--- src/gpu_defines.svh ---
`ifndef GPU_DEFINES_SVH
`define GPU_DEFINES_SVH

// datapath widths
`define DATA_W      16             // engine datapath and vmem address
`define BYTE_W      8              // display registers, bitplane bytes
`define FB_ADDR_W   13             // framebuffer word address
`define HOST_SEL_W  4              // host register select
`define PC_W        8
`define LIT_W       10             // literal field, doubles as jump target

// microcode store
`define UCODE_DEPTH 16

// framebuffer flow control
`define FB_CREDITS  2              // credits held right after reset
`define CREDIT_W    2

// program constants
`define VMEM_BASE   16'h8000       // first tile row byte
`define ROW_COUNT   4              // framebuffer words per run

`endif
--- src/gpuPkg.sv ---
`include "gpu_defines.svh"

package gpuPkg;

  // engine operations in a 5 bit opcode field
  typedef enum logic [4:0] {
    opNop   = 5'd0,
    opWbg   = 5'd1,    // palette convert bh/bl and push one fb word
    opWrr   = 5'd2,    // register to register
    opWrl   = 5'd3,    // literal into upper bits
    opRvmem = 5'd4,    // vmem read strobe
    opAdd   = 5'd5,
    opAddl  = 5'd6,
    opSubl  = 5'd7,
    opSub   = 5'd8,
    opAnd   = 5'd9,
    opJz    = 5'd10,
    opJnz   = 5'd11,
    opGoto  = 5'd12
  } gpuOp_t;

  // register file map
  // 0..7 line up with the host select codes
  typedef enum logic [4:0] {
    regLcdc     = 5'd0,
    regScy      = 5'd1,
    regScx      = 5'd2,
    regLy       = 5'd3,     // engine owned
    regLyc      = 5'd4,
    regBgp      = 5'd5,
    regWy       = 5'd6,
    regWx       = 5'd7,
    regVmemAddr = 5'd8,     // drives mcuAddr
    regBh       = 5'd9,     // high bitplane
    regBl       = 5'd10,    // low bitplane
    regR0       = 5'd11,
    regR1       = 5'd12,
    regR2       = 5'd13,
    regR3       = 5'd14,
    regFbAddr   = 5'd15,    // read only fb word counter
    regReadData = 5'd16     // read only vmem return byte
  } gpuReg_t;

  ////////////////////////////////////////
  // 20 bit microinstruction word

  typedef struct packed {
    gpuReg_t               src;
    logic [`LIT_W-6:0]     rsvd;     // zero in register forms
  } srcArg_t;

  // register forms and literal forms share the low 10 bits
  typedef union packed {
    srcArg_t               r;
    logic [`LIT_W-1:0]     literal;  // also the jump target
  } uopArg_t;

  typedef struct packed {
    gpuOp_t  op;     // [19:15]
    gpuReg_t dst;    // [14:10]
    uopArg_t arg;    // [9:0]
  } uop_t;

endpackage

--- src/gpuIfs.sv ---
`timescale 1ns/100ps
`include "gpu_defines.svh"

////////////////////////////////////////
// sequencer <-> execute

interface uopIf
  import gpuPkg::*;
();
  uop_t             uop;          // combinational from pc
  logic             uopValid;     // engine running
  logic             stall;        // pc held, same uop next cycle
  logic             holdReq;      // execute asks to hold this uop
  logic             jump;         // taken branch
  logic [`PC_W-1:0] jumpTarget;

  modport decode (
    output uop, uopValid, stall,
    input  holdReq, jump, jumpTarget
  );

  modport execute (
    input  uop, uopValid, stall,
    output holdReq, jump, jumpTarget
  );
endinterface

////////////////////////////////////////
// execute <-> register bank

interface regPortIf
  import gpuPkg::*;
();
  gpuReg_t            dst;
  gpuReg_t            src;
  logic [`DATA_W-1:0] result;      // alu output
  logic               regWe;       // write result into dst
  logic               bufWe;       // wbg issued this cycle
  logic               readReq;     // rvmem issued this cycle
  logic [`DATA_W-1:0] srcValue;
  logic [`DATA_W-1:0] dstValue;
  logic               zero;        // flag from last register write

  modport execute (
    output dst, src, result, regWe, bufWe, readReq,
    input  srcValue, dstValue, zero
  );

  modport resultStage (
    input  dst, src, result, regWe, bufWe, readReq,
    output srcValue, dstValue, zero
  );
endinterface

--- src/gpuTop.sv ---
`timescale 1ns/100ps
`include "gpu_defines.svh"

module gpuTop
(
  input  logic                   clock,
  input  logic                   rstN,
  // host / vmem bus
  input  logic [`HOST_SEL_W-1:0] mcuRegSelect,
  input  logic [`BYTE_W-1:0]     mcuWriteData,
  input  logic                   mcuWe,
  input  logic [`BYTE_W-1:0]     mcuReadData,
  output logic [`DATA_W-1:0]     mcuAddr,
  output logic                   mcuReadRequest,
  // framebuffer
  output logic                   fbWe,
  output logic [`FB_ADDR_W-1:0]  fbAddr,
  output logic [`DATA_W-1:0]     fbData,
  input  logic                   fbCreditReturn,
  // display registers
  output logic [`BYTE_W-1:0]     lcdc,
  output logic [`BYTE_W-1:0]     scy,
  output logic [`BYTE_W-1:0]     scx,
  output logic [`BYTE_W-1:0]     ly,
  output logic [`BYTE_W-1:0]     lyc,
  output logic [`BYTE_W-1:0]     bgp,
  output logic [`BYTE_W-1:0]     wy,
  output logic [`BYTE_W-1:0]     wx
);

  logic creditAvail;    // result -> execute

  uopIf     uopBus ();
  regPortIf regBus ();

  ////////////////////////////////////////
  // sequencer, alu, register bank

  gpuDecode decode_i (
    .clock   (clock),
    .rstN    (rstN),
    .active  (lcdc[7]),            // engine runs while lcdc bit 7 set
    .uopPort (uopBus.decode)
  );

  gpuExecute execute_i (
    .uopPort     (uopBus.execute),
    .regPort     (regBus.execute),
    .creditAvail (creditAvail)
  );

  gpuResult result_i (
    .clock          (clock),
    .rstN           (rstN),
    .regPort        (regBus.resultStage),
    .mcuRegSelect   (mcuRegSelect),
    .mcuWriteData   (mcuWriteData),
    .mcuWe          (mcuWe),
    .mcuReadData    (mcuReadData),
    .mcuAddr        (mcuAddr),
    .mcuReadRequest (mcuReadRequest),
    .fbWe           (fbWe),
    .fbAddr         (fbAddr),
    .fbData         (fbData),
    .fbCreditReturn (fbCreditReturn),
    .creditAvail    (creditAvail),
    .lcdc           (lcdc),
    .scy            (scy),
    .scx            (scx),
    .ly             (ly),
    .lyc            (lyc),
    .bgp            (bgp),
    .wy             (wy),
    .wx             (wx)
  );

endmodule

--- src/gpuResult.sv ---
`timescale 1ns/100ps
`include "gpu_defines.svh"

module gpuResult
  import gpuPkg::*;
(
  input  logic                  clock,
  input  logic                  rstN,
  regPortIf.resultStage         regPort,
  input  logic [`HOST_SEL_W-1:0] mcuRegSelect,
  input  logic [`BYTE_W-1:0]    mcuWriteData,
  input  logic                  mcuWe,
  input  logic [`BYTE_W-1:0]    mcuReadData,
  output logic [`DATA_W-1:0]    mcuAddr,
  output logic                  mcuReadRequest,
  output logic                  fbWe,
  output logic [`FB_ADDR_W-1:0] fbAddr,
  output logic [`DATA_W-1:0]    fbData,
  input  logic                  fbCreditReturn,
  output logic                  creditAvail,
  output logic [`BYTE_W-1:0]    lcdc,
  output logic [`BYTE_W-1:0]    scy,
  output logic [`BYTE_W-1:0]    scx,
  output logic [`BYTE_W-1:0]    ly,
  output logic [`BYTE_W-1:0]    lyc,
  output logic [`BYTE_W-1:0]    bgp,
  output logic [`BYTE_W-1:0]    wy,
  output logic [`BYTE_W-1:0]    wx
);

  logic [`DATA_W-1:0]    vmemAddr;
  logic [`BYTE_W-1:0]    bh;              // high bitplane
  logic [`BYTE_W-1:0]    bl;              // low bitplane
  logic [`DATA_W-1:0]    r0;
  logic [`DATA_W-1:0]    r1;
  logic [`DATA_W-1:0]    r2;
  logic [`DATA_W-1:0]    r3;
  logic                  zeroFlag;
  logic [`FB_ADDR_W-1:0] fbAddrCnt;       // next fb word
  logic [`CREDIT_W-1:0]  credits;
  logic [`DATA_W-1:0]    pixWord;         // 8 converted pixels
  gpuReg_t               hostSel;

  ////////////////////////////////////////
  // host side display registers

  assign hostSel = gpuReg_t'({1'b0, mcuRegSelect});

  always_ff @(posedge clock or negedge rstN)
  begin
    if (!rstN)
    begin
      lcdc <= '0;
      scy  <= '0;
      scx  <= '0;
      lyc  <= '0;
      bgp  <= '0;
      wy   <= '0;
      wx   <= '0;
    end
    else if (mcuWe)
    begin
      case (hostSel)
        regLcdc: lcdc <= mcuWriteData;    // bit 7 starts the engine
        regScy:  scy  <= mcuWriteData;
        regScx:  scx  <= mcuWriteData;
        regLyc:  lyc  <= mcuWriteData;
        regBgp:  bgp  <= mcuWriteData;
        regWy:   wy   <= mcuWriteData;
        regWx:   wx   <= mcuWriteData;
        default: ;                        // ly stays engine only
      endcase
    end
  end

  // engine side registers and zero flag
  always_ff @(posedge clock or negedge rstN)
  begin
    if (!rstN)
    begin
      ly       <= '0;
      vmemAddr <= '0;
      bh       <= '0;
      bl       <= '0;
      r0       <= '0;
      r1       <= '0;
      r2       <= '0;
      r3       <= '0;
      zeroFlag <= 1'b0;
    end
    else if (regPort.regWe)
    begin
      zeroFlag <= (regPort.result == '0);   // any register write updates it
      case (regPort.dst)
        regLy:       ly       <= regPort.result[`BYTE_W-1:0];
        regVmemAddr: vmemAddr <= regPort.result;
        regBh:       bh       <= regPort.result[`BYTE_W-1:0];
        regBl:       bl       <= regPort.result[`BYTE_W-1:0];
        regR0:       r0       <= regPort.result;
        regR1:       r1       <= regPort.result;
        regR2:       r2       <= regPort.result;
        regR3:       r3       <= regPort.result;
        default: ;
      endcase
    end
  end

  // shared read mux
  function automatic logic [`DATA_W-1:0] readReg(gpuReg_t sel);
    logic [`DATA_W-1:0] v;
    case (sel)
      regLcdc:     v = `DATA_W'(lcdc);
      regScy:      v = `DATA_W'(scy);
      regScx:      v = `DATA_W'(scx);
      regLy:       v = `DATA_W'(ly);
      regLyc:      v = `DATA_W'(lyc);
      regBgp:      v = `DATA_W'(bgp);
      regWy:       v = `DATA_W'(wy);
      regWx:       v = `DATA_W'(wx);
      regVmemAddr: v = vmemAddr;
      regBh:       v = `DATA_W'(bh);
      regBl:       v = `DATA_W'(bl);
      regR0:       v = r0;
      regR1:       v = r1;
      regR2:       v = r2;
      regR3:       v = r3;
      regFbAddr:   v = `DATA_W'(fbAddrCnt);
      regReadData: v = `DATA_W'(mcuReadData);   // live bus byte
      default:     v = '0;
    endcase
    return v;
  endfunction

  always_comb
  begin
    regPort.srcValue = readReg(regPort.src);
    regPort.dstValue = readReg(regPort.dst);
  end

  assign regPort.zero = zeroFlag;

  // vmem read port
  assign mcuAddr        = vmemAddr;
  assign mcuReadRequest = regPort.readReq;

  ////////////////////////////////////////
  // palette conversion, pixel 7 in the top bits

  always_comb
  begin
    for (int i = 0; i < `BYTE_W; i++)
      pixWord[2*i +: 2] = bgp[2*{bh[i], bl[i]} +: 2];   // color index picks bgp field
  end

  // framebuffer write, one cycle after wbg
  always_ff @(posedge clock or negedge rstN)
  begin
    if (!rstN)
    begin
      fbWe      <= 1'b0;
      fbAddrCnt <= '0;
    end
    else
    begin
      fbWe <= regPort.bufWe;
      if (regPort.bufWe)
        fbAddrCnt <= fbAddrCnt + 1'b1;
    end
  end

  always_ff @(posedge clock)
  begin
    if (regPort.bufWe)
    begin
      fbAddr <= fbAddrCnt;
      fbData <= pixWord;
    end
  end

  ////////////////////////////////////////
  // credits
  // spent when fbWe goes out, returned one per fbCreditReturn cycle

  always_ff @(posedge clock or negedge rstN)
  begin
    if (!rstN)
      credits <= `CREDIT_W'(`FB_CREDITS);
    else if (fbWe != fbCreditReturn)                  // both at once cancel
      credits <= fbWe ? credits - 1'b1 : credits + 1'b1;
  end

  // the write already on the bus still holds its credit
  assign creditAvail = credits > `CREDIT_W'(fbWe);

endmodule

--- src/gpuExecute.sv ---
`timescale 1ns/100ps
`include "gpu_defines.svh"

module gpuExecute
  import gpuPkg::*;
(
  uopIf.execute     uopPort,
  regPortIf.execute regPort,
  input logic       creditAvail      // fb credit free for a new write
);

  uop_t               uop;
  logic               valid;
  logic [`DATA_W-1:0] litValue;       // zero extended literal
  logic               writes;         // op writes dst
  logic               isWbg;
  logic               reads;          // op is rvmem
  logic               jumpCond;

  assign uop      = uopPort.uop;
  assign valid    = uopPort.uopValid;
  assign litValue = `DATA_W'(uop.arg.literal);

  ////////////////////////////////////////
  // alu and control decode

  always_comb
  begin
    regPort.result = '0;
    writes         = 1'b0;
    isWbg          = 1'b0;
    reads          = 1'b0;
    jumpCond       = 1'b0;
    case (uop.op)
      opNop: ;
      opWbg:
        isWbg = 1'b1;
      opWrr:
      begin
        regPort.result = regPort.srcValue;
        writes         = 1'b1;
      end
      opWrl:
      begin
        // literal lands in the top bits so a page base fits one word
        regPort.result = {uop.arg.literal, {(`DATA_W - `LIT_W){1'b0}}};
        writes         = 1'b1;
      end
      opRvmem:
        reads = 1'b1;                                  // data back next edge
      opAdd:
      begin
        regPort.result = regPort.dstValue + regPort.srcValue;
        writes         = 1'b1;
      end
      opAddl:
      begin
        regPort.result = regPort.dstValue + litValue;
        writes         = 1'b1;
      end
      opSubl:
      begin
        regPort.result = regPort.dstValue - litValue;
        writes         = 1'b1;
      end
      opSub:
      begin
        regPort.result = regPort.dstValue - regPort.srcValue;
        writes         = 1'b1;
      end
      opAnd:
      begin
        regPort.result = regPort.dstValue & regPort.srcValue;
        writes         = 1'b1;
      end
      opJz:   jumpCond = regPort.zero;
      opJnz:  jumpCond = ~regPort.zero;
      opGoto: jumpCond = 1'b1;
      default: ;                                       // unknown op does nothing
    endcase
  end

  assign regPort.dst     = uop.dst;
  assign regPort.src     = uop.arg.r.src;    // meaningless in literal forms, unused there
  assign regPort.regWe   = valid & writes;
  assign regPort.readReq = valid & reads;

  // back-pressure
  assign uopPort.holdReq = isWbg & ~creditAvail;
  assign regPort.bufWe   = valid & isWbg & ~uopPort.stall;

  assign uopPort.jump       = valid & jumpCond;
  assign uopPort.jumpTarget = uop.arg.literal[`PC_W-1:0];

endmodule

--- src/gpuDecode.sv ---
`timescale 1ns/100ps
`include "gpu_defines.svh"

module gpuDecode
  import gpuPkg::*;
(
  input logic  clock,
  input logic  rstN,
  input logic  active,       // lcdc bit 7
  uopIf.decode uopPort
);

  localparam int RomAddrW = $clog2(`UCODE_DEPTH);

  localparam logic [`DATA_W-1:0] VmemBase = `VMEM_BASE;
  localparam logic [`LIT_W-1:0]  BasePage = VmemBase[`DATA_W-1 -: `LIT_W];  // wrl fills top bits
  localparam logic [`LIT_W-1:0]  RowCount = `ROW_COUNT;
  localparam logic [`PC_W-1:0]   LoopPc   = 8'd2;     // top of tile row loop
  localparam logic [`PC_W-1:0]   ParkPc   = 8'd12;    // spin here when done

  logic [`PC_W-1:0] pc;

  // register form word
  function automatic uop_t regUop(gpuOp_t op, gpuReg_t dst, gpuReg_t src);
    uop_t u;
    u.op         = op;
    u.dst        = dst;
    u.arg.r.src  = src;
    u.arg.r.rsvd = '0;
    return u;
  endfunction

  // literal / jump form word
  function automatic uop_t litUop(gpuOp_t op, gpuReg_t dst, logic [`LIT_W-1:0] lit);
    uop_t u;
    u.op          = op;
    u.dst         = dst;
    u.arg.literal = lit;
    return u;
  endfunction

  ////////////////////////////////////////
  // microprogram

  function automatic uop_t romWord(logic [RomAddrW-1:0] addr);
    uop_t w;
    case (addr)
      0:  w = litUop(opWrl, regVmemAddr, BasePage);        // point at tile data
      1:  w = litUop(opAddl, regR0, RowCount);             // loop count, r0 clear from reset
      2:  w = regUop(opRvmem, regVmemAddr, regVmemAddr);   // low plane request
      3:  w = regUop(opWrr, regBl, regReadData);
      4:  w = litUop(opAddl, regVmemAddr, 10'd1);
      5:  w = regUop(opRvmem, regVmemAddr, regVmemAddr);   // high plane request
      6:  w = regUop(opWrr, regBh, regReadData);
      7:  w = litUop(opAddl, regVmemAddr, 10'd1);
      8:  w = regUop(opWbg, regFbAddr, regFbAddr);         // may stall on credits
      9:  w = litUop(opAddl, regLy, 10'd1);
      10: w = litUop(opSubl, regR0, 10'd1);                // sets zero on last pass
      11: w = litUop(opJnz, regR0, LoopPc);
      12: w = litUop(opGoto, regR0, ParkPc);               // park
      default:
        w = litUop(opNop, regLcdc, '0);
    endcase
    return w;
  endfunction

  // uop straight off the pc, no pipeline register
  always_comb
  begin
    if (pc < `UCODE_DEPTH)
      uopPort.uop = romWord(pc[RomAddrW-1:0]);
    else
      uopPort.uop = litUop(opNop, regLcdc, '0);   // past rom end reads as nop
  end

  assign uopPort.uopValid = active;
  assign uopPort.stall    = active & uopPort.holdReq;   // wbg without a credit

  ////////////////////////////////////////
  // program counter

  always_ff @(posedge clock or negedge rstN)
  begin
    if (!rstN)
      pc <= '0;
    else if (uopPort.jump)
      pc <= uopPort.jumpTarget;                  // taken branch wins
    else if (active && !uopPort.stall)
      pc <= pc + 1'b1;
  end

endmodule

--- config.mk ---
export PLATFORM = sky130hd
export DESIGN_NAME = gpuTop
export DESIGN_NICKNAME = d
export VERILOG_FILES = /design/src/gpuPkg.sv /design/src/gpuIfs.sv /design/src/gpuTop.sv /design/src/gpuResult.sv /design/src/gpuExecute.sv /design/src/gpuDecode.sv
export VERILOG_INCLUDE_DIRS = /design/src
export SDC_FILE = /design/constraint.sdc
export NUM_CORES = 1
export LEC_CHECK = 0
export BUFFER_PORTS_ARGS = -buffer_cell sky130_fd_sc_hd__buf_4
export CAP_MARGIN = 25
export CORE_UTILIZATION = 60
export DETAILED_ROUTE_END_ITERATION = 7
export HOLD_SLACK_MARGIN = 0.1
export PLACE_DENSITY = 0.82
export SKIP_LAST_GASP = 1
export SLEW_MARGIN = 20
export SYNTH_ARGS = -nofsm -noshare
export SYNTH_HDL_FRONTEND = slang
export SYNTH_SLANG_ARGS = --single-unit
export TNS_END_PERCENT = 20
--- constraint.sdc ---
create_clock -name clock -period 13.8 [get_ports clock]
set_clock_uncertainty 0.2 [all_clocks]
set_input_delay 0.69 -clock clock [delete_from_list [all_inputs] [get_ports clock]]
set_output_delay 0.69 -clock clock [all_outputs]
set_load 0.05 [all_outputs]
==> qor.csv, run 1 <==
metric,value,unit
Worst Max-Slew Pin Slew,1.021,ns
most common cell in the synthesized netlist,dfrtp_1,
total I/O pin count,135,
CTS Buf Count,17,
Worst R2R Path Depth,22,
Vias,9168,
cell taking the most area after synthesis,dfrtp_1,
WL/cell,24.22,µm
largest buffer count on any clock path,2,
layout cells sized above 1,27.26,%
final wirelength,32240,µm
Slew HR,31.87,%
register area share after synthesis,42.75,%
largest net degree at the start of global routing,88,
effective utilization at floorplan,62.42,%
TritonCTS clock tree,done,
setup TNS,0,ns
Fin. Hold Viols,0,
Worst Hold Class,in2async,
clock transition at the registers of the reported paths,0.07,ns
Detailed Place HPWL,23450,µm
DRC,0,
worst endpoint required time,13.87,ns
Post-synth EDFFs,29,
layout net count,1154,
fraction of registers with async set/reset,82.53,%
capture point of the worst reg-to-reg path,result_i.mcuAddr[15],
met2 Use GR,56.08,%
dpl ws,7.016,ns
"Clk Latency, worst-skew pair",0.44,ns
Die X,131.5,µm
highest clock rate,142.8,MHz
Via density,6.888,
Syn Inst Count,980,
TritonCTS Sinks,166,
initial antenna violation count,0,
unrepaired setup endpoints after global routing,no,
drt first pass iters,8,
"flops & latches, synth",166,
diode count,0,
root buf cell,clkbuf_16,
total gr overflow,0,
status,completed,
top-area cell type share of the netlist area,33.83,%
met3 Use GR,9.799,%
Reg2Reg Setup Slack,6.80,ns
global-route wire length before repair,49850,µm
Mapped Avg Cell Area,10.26,µm²
most instantiated cells after synthesis,"dfrtp_1, mux2_2, nor2_1",
CP Data Arrival Time,7.07,ns
post-cts hold buffer count,0,
num rows,46,
final period utilization,50.73,%
# resized after CTS,0,
die extent in y,131.5,µm
Crit Path Max Fanout,17,
Post-Syn Area,10060,µm²
met1 GRT Util,52.65,%
antenna-violating nets left,0,
RePlAce Congestion,1.022,
total number of yosys warnings,0,
Tmin final,7.001,ns
main area contributors after synthesis,"dfrtp_1, mux2_2, edfxtp_1, mux4_2, ha_1",
worst setup margin,6.799,ns
Synth cell types,84,
"Net Count, Synth",1032,
final setup vio count,0,
Slew Limit Fails,0,
dominant synthesized flop cell,dfrtp_1,
core footprint,16120,µm²
Global Route Usage Sum,37.75,%
IO buf count,134,
H-tree levels,4,
die area,17290,µm²
max-cap violation count,0,
r2r startpoint,decode_i.pc[1],
CP endpoint kind,flop,
CP Class,reg2reg,
Post-CTS Setup Bufs,0,
Setup crit start kind,flop,
Iteration-0 DRC Markers,1251,
vias in the first global route,8728,
grt peak-use layer,met2,
Layout area overhead,17.62,%
==> cell type report <==
type / count / area (µm²)
clock buffer: 19 / 454.2
clock inverter: 13 / 110.1
fill: 1197 / 4283
inverter: 19 / 71.32
multi-input combinational: 745 / 5474
sequential: 166 / 4300
tap: 216 / 270.3
timing repair buffer: 153 / 1152
==> cells in the final DEF (no fill, tap or decap), types with 18 or more instances in the layout <==
master | synthesis | final
buf_4 | 1 | 152
nand3_1 | 35 | 35
o21ai_0 | 44 | 44
nand2_1 | 74 | 74
edfxtp_1 | 29 | 29
dfrtp_1 | 136 | 136
xnor2_1 | 18 | 18
mux2_2 | 83 | 83
nor3_1 | 19 | 19
a21oi_1 | 67 | 67
clkbuf_16 | 0 | 18
nor2_1 | 77 | 77
ha_1 | 27 | 27
inv_1 | 19 | 19
==> sequential cells by signal, summed over array words and instances (netlist names), 13 cells and up <==
name and cells:
result_i.r0 16, result_i.fbAddr 13, result_i.mcuAddr 16, result_i.fbAddrCnt 13
result_i.fbData 16
==> worst max-delay path: stages, from the launching register on <==
cell and delay [ns]:
dfrtp_1 0.51, inv_1 0.19, ha_1 0.56, nor2b_1 0.23, o21ai_1 0.17, o211ai_1 0.32, a221oi_1 0.88, nand3_1 0.27
or2_1 0.40, or3_1 0.40, a31oi_1 0.18, o221ai_1 0.16, ha_1 0.46, nand3_1 0.11, nor2_1 0.12, o31ai_1 0.10
a31o_2 0.24, o21ai_0 0.37, a31oi_1 0.21, nand4_1 0.13, o311ai_0 0.16, nor3_1 0.30, a41oi_1 0.17
==> how the worst max path moves through the flow <==
stage / startpoint / endpoint / slack (ns)
2_1_floorplan: decode_i.pc[0] / result_i.regPort.zero / 7.80
3_3_place_gp: decode_i.pc[0] / result_i.regPort.zero / 7.24
3_5_place_dp: decode_i.pc[0] / result_i.regPort.zero / 7.02
4_1_cts: decode_i.pc[0] / result_i.regPort.zero / 7.01
5_1_grt: decode_i.pc[0] / result_i.regPort.zero / 6.28
6_report: decode_i.pc[1] / result_i.mcuAddr[15] / 6.80
==> metal layers <==
layer / vias up / share of wire (%) / wire length (µm)
met5: - / 0 / 0
met4: 0 / 3.4 / 1085
met3: 101 / 12 / 3767
met2: 609 / 45 / 14640
met1: 4473 / 40 / 12750
li1: 3985 / - / -
==> kinds of logic after synthesis <==
| kind of cell | after synthesis | share of synthesized area [%] |
|---|---|---|
| muxes | 107 | 13.67 |
| DFF | 166 | 42.75 |
| and+or+nand+nor | 314 | 15.98 |
| AOI/OAI and AO/OA | 265 | 18.35 |
| buffers and inverters | 69 | 2.997 |
| adders and majority gates | 28 | 3.557 |
| xor gates and xnor gates | 31 | 2.699 |
==> stage by stage <==
stage               util (%)  area, µm²  instances  hold WS [ns]
global route           73.42      11830       1331        0.1755
detailed placement     69.89      11260       1299        0.2787
floorplan                  -      10060        980        0.1944
finish                 73.42      11830       1331        0.1014
CTS                    73.39      11830       1331        0.1330
global placement       69.89      11260       1299        0.2790
Power of run 1 is left out: the tool's default activity adds up to more than one toggle a clock period on the data nets, which glitch-free logic cannot reach.
==> run 2: changes to the inputs <==
- CORE_UTILIZATION: 60 -> 52
- PLACE_DENSITY: 0.82 -> 0.75
- clock period: 13.8 -> 6.1 ns (I/O delays scaled with it)
==> run 2 against run 1 <==
Sequential share of layout area shrank 1.3 points. Critical path type unchanged. Register-to-register slack got worse by 6.4 ns. Hold slack gained 0.033 ns.
==> qor.csv, run 2 (synthesis results as in run 1) <==
metric,value,unit,change
status,completed,,
root buf cell,clkbuf_16,,
Fin. Hold Viols,0,,unchanged
largest buffer count on any clock path,2,,unchanged
capture point of the worst reg-to-reg path,result_i.regPort.zero,,
Worst R2R Path Depth,22,,unchanged
clock transition at the registers of the reported paths,0.07,ns,about the same
Slew HR,34.91,%,+3.0 points
max-cap violation count,0,,unchanged
initial antenna violation count,0,,unchanged
DR top layer,met4,,
routed wl met2,14420,µm,-1.5%
CP top delay family,compound AO/OA/AOI/OAI gates,,
CTS Buf Count,17,,unchanged
unrepaired setup endpoints after global routing,no,,
total I/O pin count,135,,unchanged
final wirelength,32730,µm,+1.5%
Fillers,1484,,+24%
FF/Latch Area,4300,µm²,unchanged
layout cells sized above 1,29.21,%,+1.9 points
CP Data Arrival Time,5.88,ns,-1.19 ns
antenna-violating nets left,0,,unchanged
CP bufs+invs,2,,+1
worst path cell trace,"inv_1, ha_1, nor2b_4, a22o_1, and2_1, a221oi_1, nand3_1, or2_1, buf_4, and3_1, o21ai_0, o211ai_1, ha_1, or2_2, a211o_1, a41o_1, a211o_1, a32oi_1, and3_1, o2111a_1, nand4_1, o22ai_2",,
TritonCTS clock tree,done,,
Vias,9202,,+0.37%
highest clock rate,175.1,MHz,+23%
"Design Area, Final",12280,µm²,+3.8%
vias in the first global route,8689,,-0.45%
Tmin final,5.712,ns,-1.289 ns
Worst path slowest cell,a221oi_1,,
Post-CTS Setup Bufs,0,,unchanged
Worst Hold Path EP,result_i.wy[7],,
effective utilization at floorplan,53.42,%,-9.0 points
"commonest non-fill, non-tap cell in the layout",buf_4,,
DRC,0,,unchanged
Via density,6.494,,-5.7%
Iteration-0 DRC Markers,1018,,-19%
CP Class,reg2reg,,
"Clk Latency, worst-skew pair",0.45,ns,about the same
TritonCTS Sinks,166,,unchanged
global-route wire length before repair,49980,µm,+0.25%
H-tree levels,4,,unchanged
Detailed Place HPWL,24230,µm,+3.3%
worst hold path startpoint,mcuRegSelect[0],,
Metal-1 WL,13650,µm,+7.0%
Die X,141.1,µm,+7.3%
final hold slack,0.1349,ns,+0.03347 ns
Crit Path Max Fanout,8,,-9
Global Route Usage Sum,33.70,%,-4.0 points
total gr overflow,0,,unchanged
core footprint,18830,µm²,+17%
IO buf count,134,,unchanged
Slew Limit Fails,0,,unchanged
dpl ws,0.4245,ns,-6.591 ns
final setup vio count,0,,unchanged
CP peak stage delay,0.54,ns,-0.34 ns
Setup crit start kind,flop,,
num rows,50,,+8.7%
diode count,0,,unchanged
layout net count,1196,,+3.6%
CP endpoint kind,flop,,
Met3 Wirelength,3321,µm,-12%
CP startpoint,decode_i.pc[1],,
RePlAce Congestion,1.018,,-0.38%
worst endpoint required time,6.27,ns,-7.60 ns
worst setup margin,0.3877,ns,-6.411 ns
die area,19910,µm²,+15%
hold depth,3,,
setup TNS,0,ns,unchanged
Worst Hold Class,in2reg,,
die extent in y,141.1,µm,+7.3%
r2r startpoint,decode_i.pc[1],,
Reg2Reg Setup Slack,0.39,ns,-6.41 ns
Worst Max-Slew Pin Slew,0.9681,ns,-0.05327 ns
Layout area overhead,22.04,%,
area of the multi-input gates,5480,µm²,+0.11%
final period utilization,93.64,%,+43 points
Area after DPL,11550,µm²,+2.6%
"commonest cells after routing, fill and taps aside","buf_4, dfrtp_1, mux2_2, nor2_1, nand2_1",,
drt first pass iters,6,,-2
largest net degree at the start of global routing,79,,-10%
WL/cell,23.10,µm,-4.6%
## run 2: what timing repair did
action	CTS	global route
hold buffers	10	0
resized for setup	0	4
hold endpoints to repair	135	0
endpoints found under the setup margin	0	3
## run 2: per-stage QoR
step,utilization (%),cells
final,65.20,1417
after detailed placement,61.36,1375
after global placement,61.30,1373
after global routing,65.20,1417
after floorplan,-,980
after CTS,65.14,1417
## run 2: layout make-up
type                    count  share of cell area (%)
well taps                 260                   2.650
repair buffers            195                   12.12
multi-input cells         745                   44.64
flip-flops and latches    166                   35.03
clock inverters            12                   1.172
inverters                  19                  0.5809
clock buffers              20                   3.812
## run 2: layer usage
layer / up-vias / GRT usage [%]
li1: 4082 / -
met1: 4491 / 46.54
met2: 527 / 49.24
met3: 102 / 8.016
met4: 0 / 17.56
met5: - / 0
## run 2: worst reg2reg max path: cells and delay by family (launching register included)
| family | cells | cell delay, ns |
|---|---|---|
| adder cells (fa/ha/maj) | 2 | 0.56 |
| AO/OA/AOI/OAI | 10 | 2.44 |
| AND/OR/NAND/NOR | 8 | 1.72 |
| buffers and inverters | 2 | 0.29 |
| flip-flops | 1 | 0.42 |
## run 2: how the worst max path moves through the flow
stage                            end  slack, ns  cells after the start
6_report       result_i.regPort.zero       0.39                     22
5_1_grt        result_i.regPort.zero      0.002                     22
4_1_cts        result_i.regPort.zero       0.35                     22
3_5_place_dp   result_i.regPort.zero       0.42                     22
3_3_place_gp   result_i.regPort.zero       0.52                     22
2_1_floorplan  result_i.regPort.zero       0.10                     27
Power of run 2 is left out for the same reason.
==> run 3: changes to the inputs <==
- CORE_ASPECT_RATIO: not set -> 1.1
==> run 3 against run 2 <==
Via count fell by 1.2%. Global-route usage barely moved. Non-clock buffer count fell by 4. Hold slack improved by 0.0036 ns. Die area barely moved. Final cell count fell by 1.5%. Core utilization rose by 0.38 points. First-iteration DRC count fell by 3.6%. Critical path type unchanged. Largest cell class unchanged.
==> qor.csv, run 3 (synthesis results as in run 1) <==
metric,value,unit,change
diode count,0,,unchanged
IO buf count,134,,unchanged
H-tree levels,4,,unchanged
Slew HR,32.32,%,-2.6 points
CP Class,reg2reg,,
layout cells sized above 1,29.14,%,-0.072 points
largest net degree at the start of global routing,81,,+2.5%
die extent in y,147.9,µm,+4.8%
root buf cell,clkbuf_16,,
max-cap violation count,0,,unchanged
Die X,134.6,µm,-4.6%
final period utilization,95.09,%,+1.4 points
"Design Area, Final",12240,µm²,-0.27%
"Clk Latency, worst-skew pair",0.45,ns,about the same
CP Data Arrival Time,5.97,ns,+0.09 ns
clock transition at the registers of the reported paths,0.09,ns,+0.02 ns
DRC,0,,unchanged
TritonCTS Sinks,166,,unchanged
Setup crit start kind,flop,,
"commonest cells after routing, fill and taps aside","buf_4, dfrtp_1, mux2_2, nor2_1, nand2_1",,
layout net count,1192,,-0.33%
Worst Hold Class,in2reg,,
worst hold path startpoint,mcuRegSelect[1],,
effective utilization at floorplan,53.87,%,+0.45 points
Worst Max-Slew Pin Slew,1.005,ns,+0.03640 ns
num rows,52,,+4.0%
Slew Limit Fails,0,,unchanged
Worst Hold Path EP,result_i.bgp[1],,
global-route wire length before repair,49750,µm,-0.45%
status,completed,,
Global Route Usage Sum,33.66,%,-0.039 points
CTS Buf Count,17,,unchanged
RePlAce Congestion,0.9857,,-3.2%
Crit Path Max Fanout,16,,+8
unrepaired setup endpoints after global routing,no,,
final wirelength,32860,µm,+0.39%
setup TNS,0,ns,unchanged
worst endpoint required time,6.27,ns,about the same
Worst R2R Path Depth,20,,-9.1%
WL/cell,23.54,µm,+1.9%
antenna-violating nets left,0,,unchanged
total gr overflow,0,,unchanged
TritonCTS clock tree,done,,
Fin. Hold Viols,0,,unchanged
final setup vio count,0,,unchanged
Detailed Place HPWL,24270,µm,+0.17%
die area,19910,µm²,about the same
Tmin final,5.800,ns,+0.08807 ns
Reg2Reg Setup Slack,0.30,ns,-0.09 ns
hold depth,3,,unchanged
Iteration-0 DRC Markers,981,,-3.6%
vias in the first global route,8570,,-1.4%
r2r startpoint,decode_i.pc[0],,
Layout area overhead,21.72,%,
drt first pass iters,6,,unchanged
total I/O pin count,135,,unchanged
core footprint,18670,µm²,-0.84%
"commonest non-fill, non-tap cell in the layout",buf_4,,
largest buffer count on any clock path,2,,unchanged
Area after DPL,11490,µm²,-0.55%
initial antenna violation count,0,,unchanged
capture point of the worst reg-to-reg path,result_i.mcuAddr[15],,
CP endpoint kind,flop,,
Fillers,1506,,+1.5%
Via density,6.515,,+0.32%
Vias,9095,,-1.2%
highest clock rate,172.4,MHz,-1.5%
[run 3: how the worst max path moves through the flow]
stage / depth (start not counted) / from / slack, ns / endpoint
2_1_floorplan: 27 / decode_i.pc[0] / 0.10 / result_i.regPort.zero
3_3_place_gp: 25 / decode_i.pc[0] / 0.46 / result_i.regPort.zero
3_5_place_dp: 22 / decode_i.pc[0] / 0.31 / result_i.regPort.zero
4_1_cts: 22 / decode_i.pc[0] / 0.30 / result_i.regPort.zero
5_1_grt: 19 / decode_i.pc[2] / 0.04 / result_i.mcuAddr[15]
6_report: 20 / decode_i.pc[0] / 0.30 / result_i.mcuAddr[15]
[run 3: what timing repair did]
item                                   in CTS  in global routing
setup endpoints to repair                   0                  5
resized for setup                           0                  4
endpoints found under the hold margin     137                  0
hold buffers                               10                  0
setup buffers                               0                  1
[run 3: metrics by stage]
| stage | setup WS (ns) | util (%) | hold slack (ns) | std cells |
|---|---|---|---|---|
| finish | 0.2996 | 65.57 | 0.1385 | 1396 |
| CTS | 0.2957 | 65.40 | 0.1956 | 1394 |
| detailed placement | 0.3072 | 61.53 | 0.1932 | 1352 |
| global placement | 0.4593 | 61.50 | 0.1927 | 1351 |
| floorplan | 0.1029 | - | -0.1906 | 980 |
| global route | 0.04313 | 65.57 | 0.1459 | 1396 |
[run 3: critical path, stage by stage, from the launching register on]
cell	delay, ns
dfrtp_1	0.39
buf_4	0.19
ha_1	0.32
buf_4	0.22
nor4bb_1	0.43
o21ai_0	0.14
a21oi_1	0.26
a221oi_1	0.08
buf_4	0.17
ha_1	0.27
a221oi_1	0.50
ha_1	0.33
nor2b_1	0.14
o31a_1	0.29
o31ai_1	0.31
a31o_2	0.24
o21ai_1	0.11
a31o_2	0.30
o311ai_0	0.47
nor3_1	0.13
a41oi_1	0.23
[run 3: area by class of cell]
| class | count | area, µm² | share of cell area, % |
|---|---|---|---|
| inverters | 19 | 71.32 | 0.5825 |
| multi-input cells | 745 | 5489 | 44.83 |
| well taps | 243 | 304.0 | 2.483 |
| clock buffers | 17 | 425.4 | 3.474 |
| clock inverters | 15 | 196.4 | 1.604 |
| flip-flops and latches | 166 | 4300 | 35.12 |
| repair buffers | 191 | 1458 | 11.90 |
[run 3: metal layers]
layer | vias up | share of wire (%) | routed length (µm) | track usage, %
li1 | 4051 | - | - | -
met1 | 4446 | 41 | 13530 | 46.64
met2 | 527 | 46 | 15070 | 51.66
met3 | 69 | 10 | 3289 | 7.990
met4 | 2 | 2.8 | 932 | 11.57
met5 | - | 0.10 | 34 | 1.515
Power of run 3 is left out for the same reason.
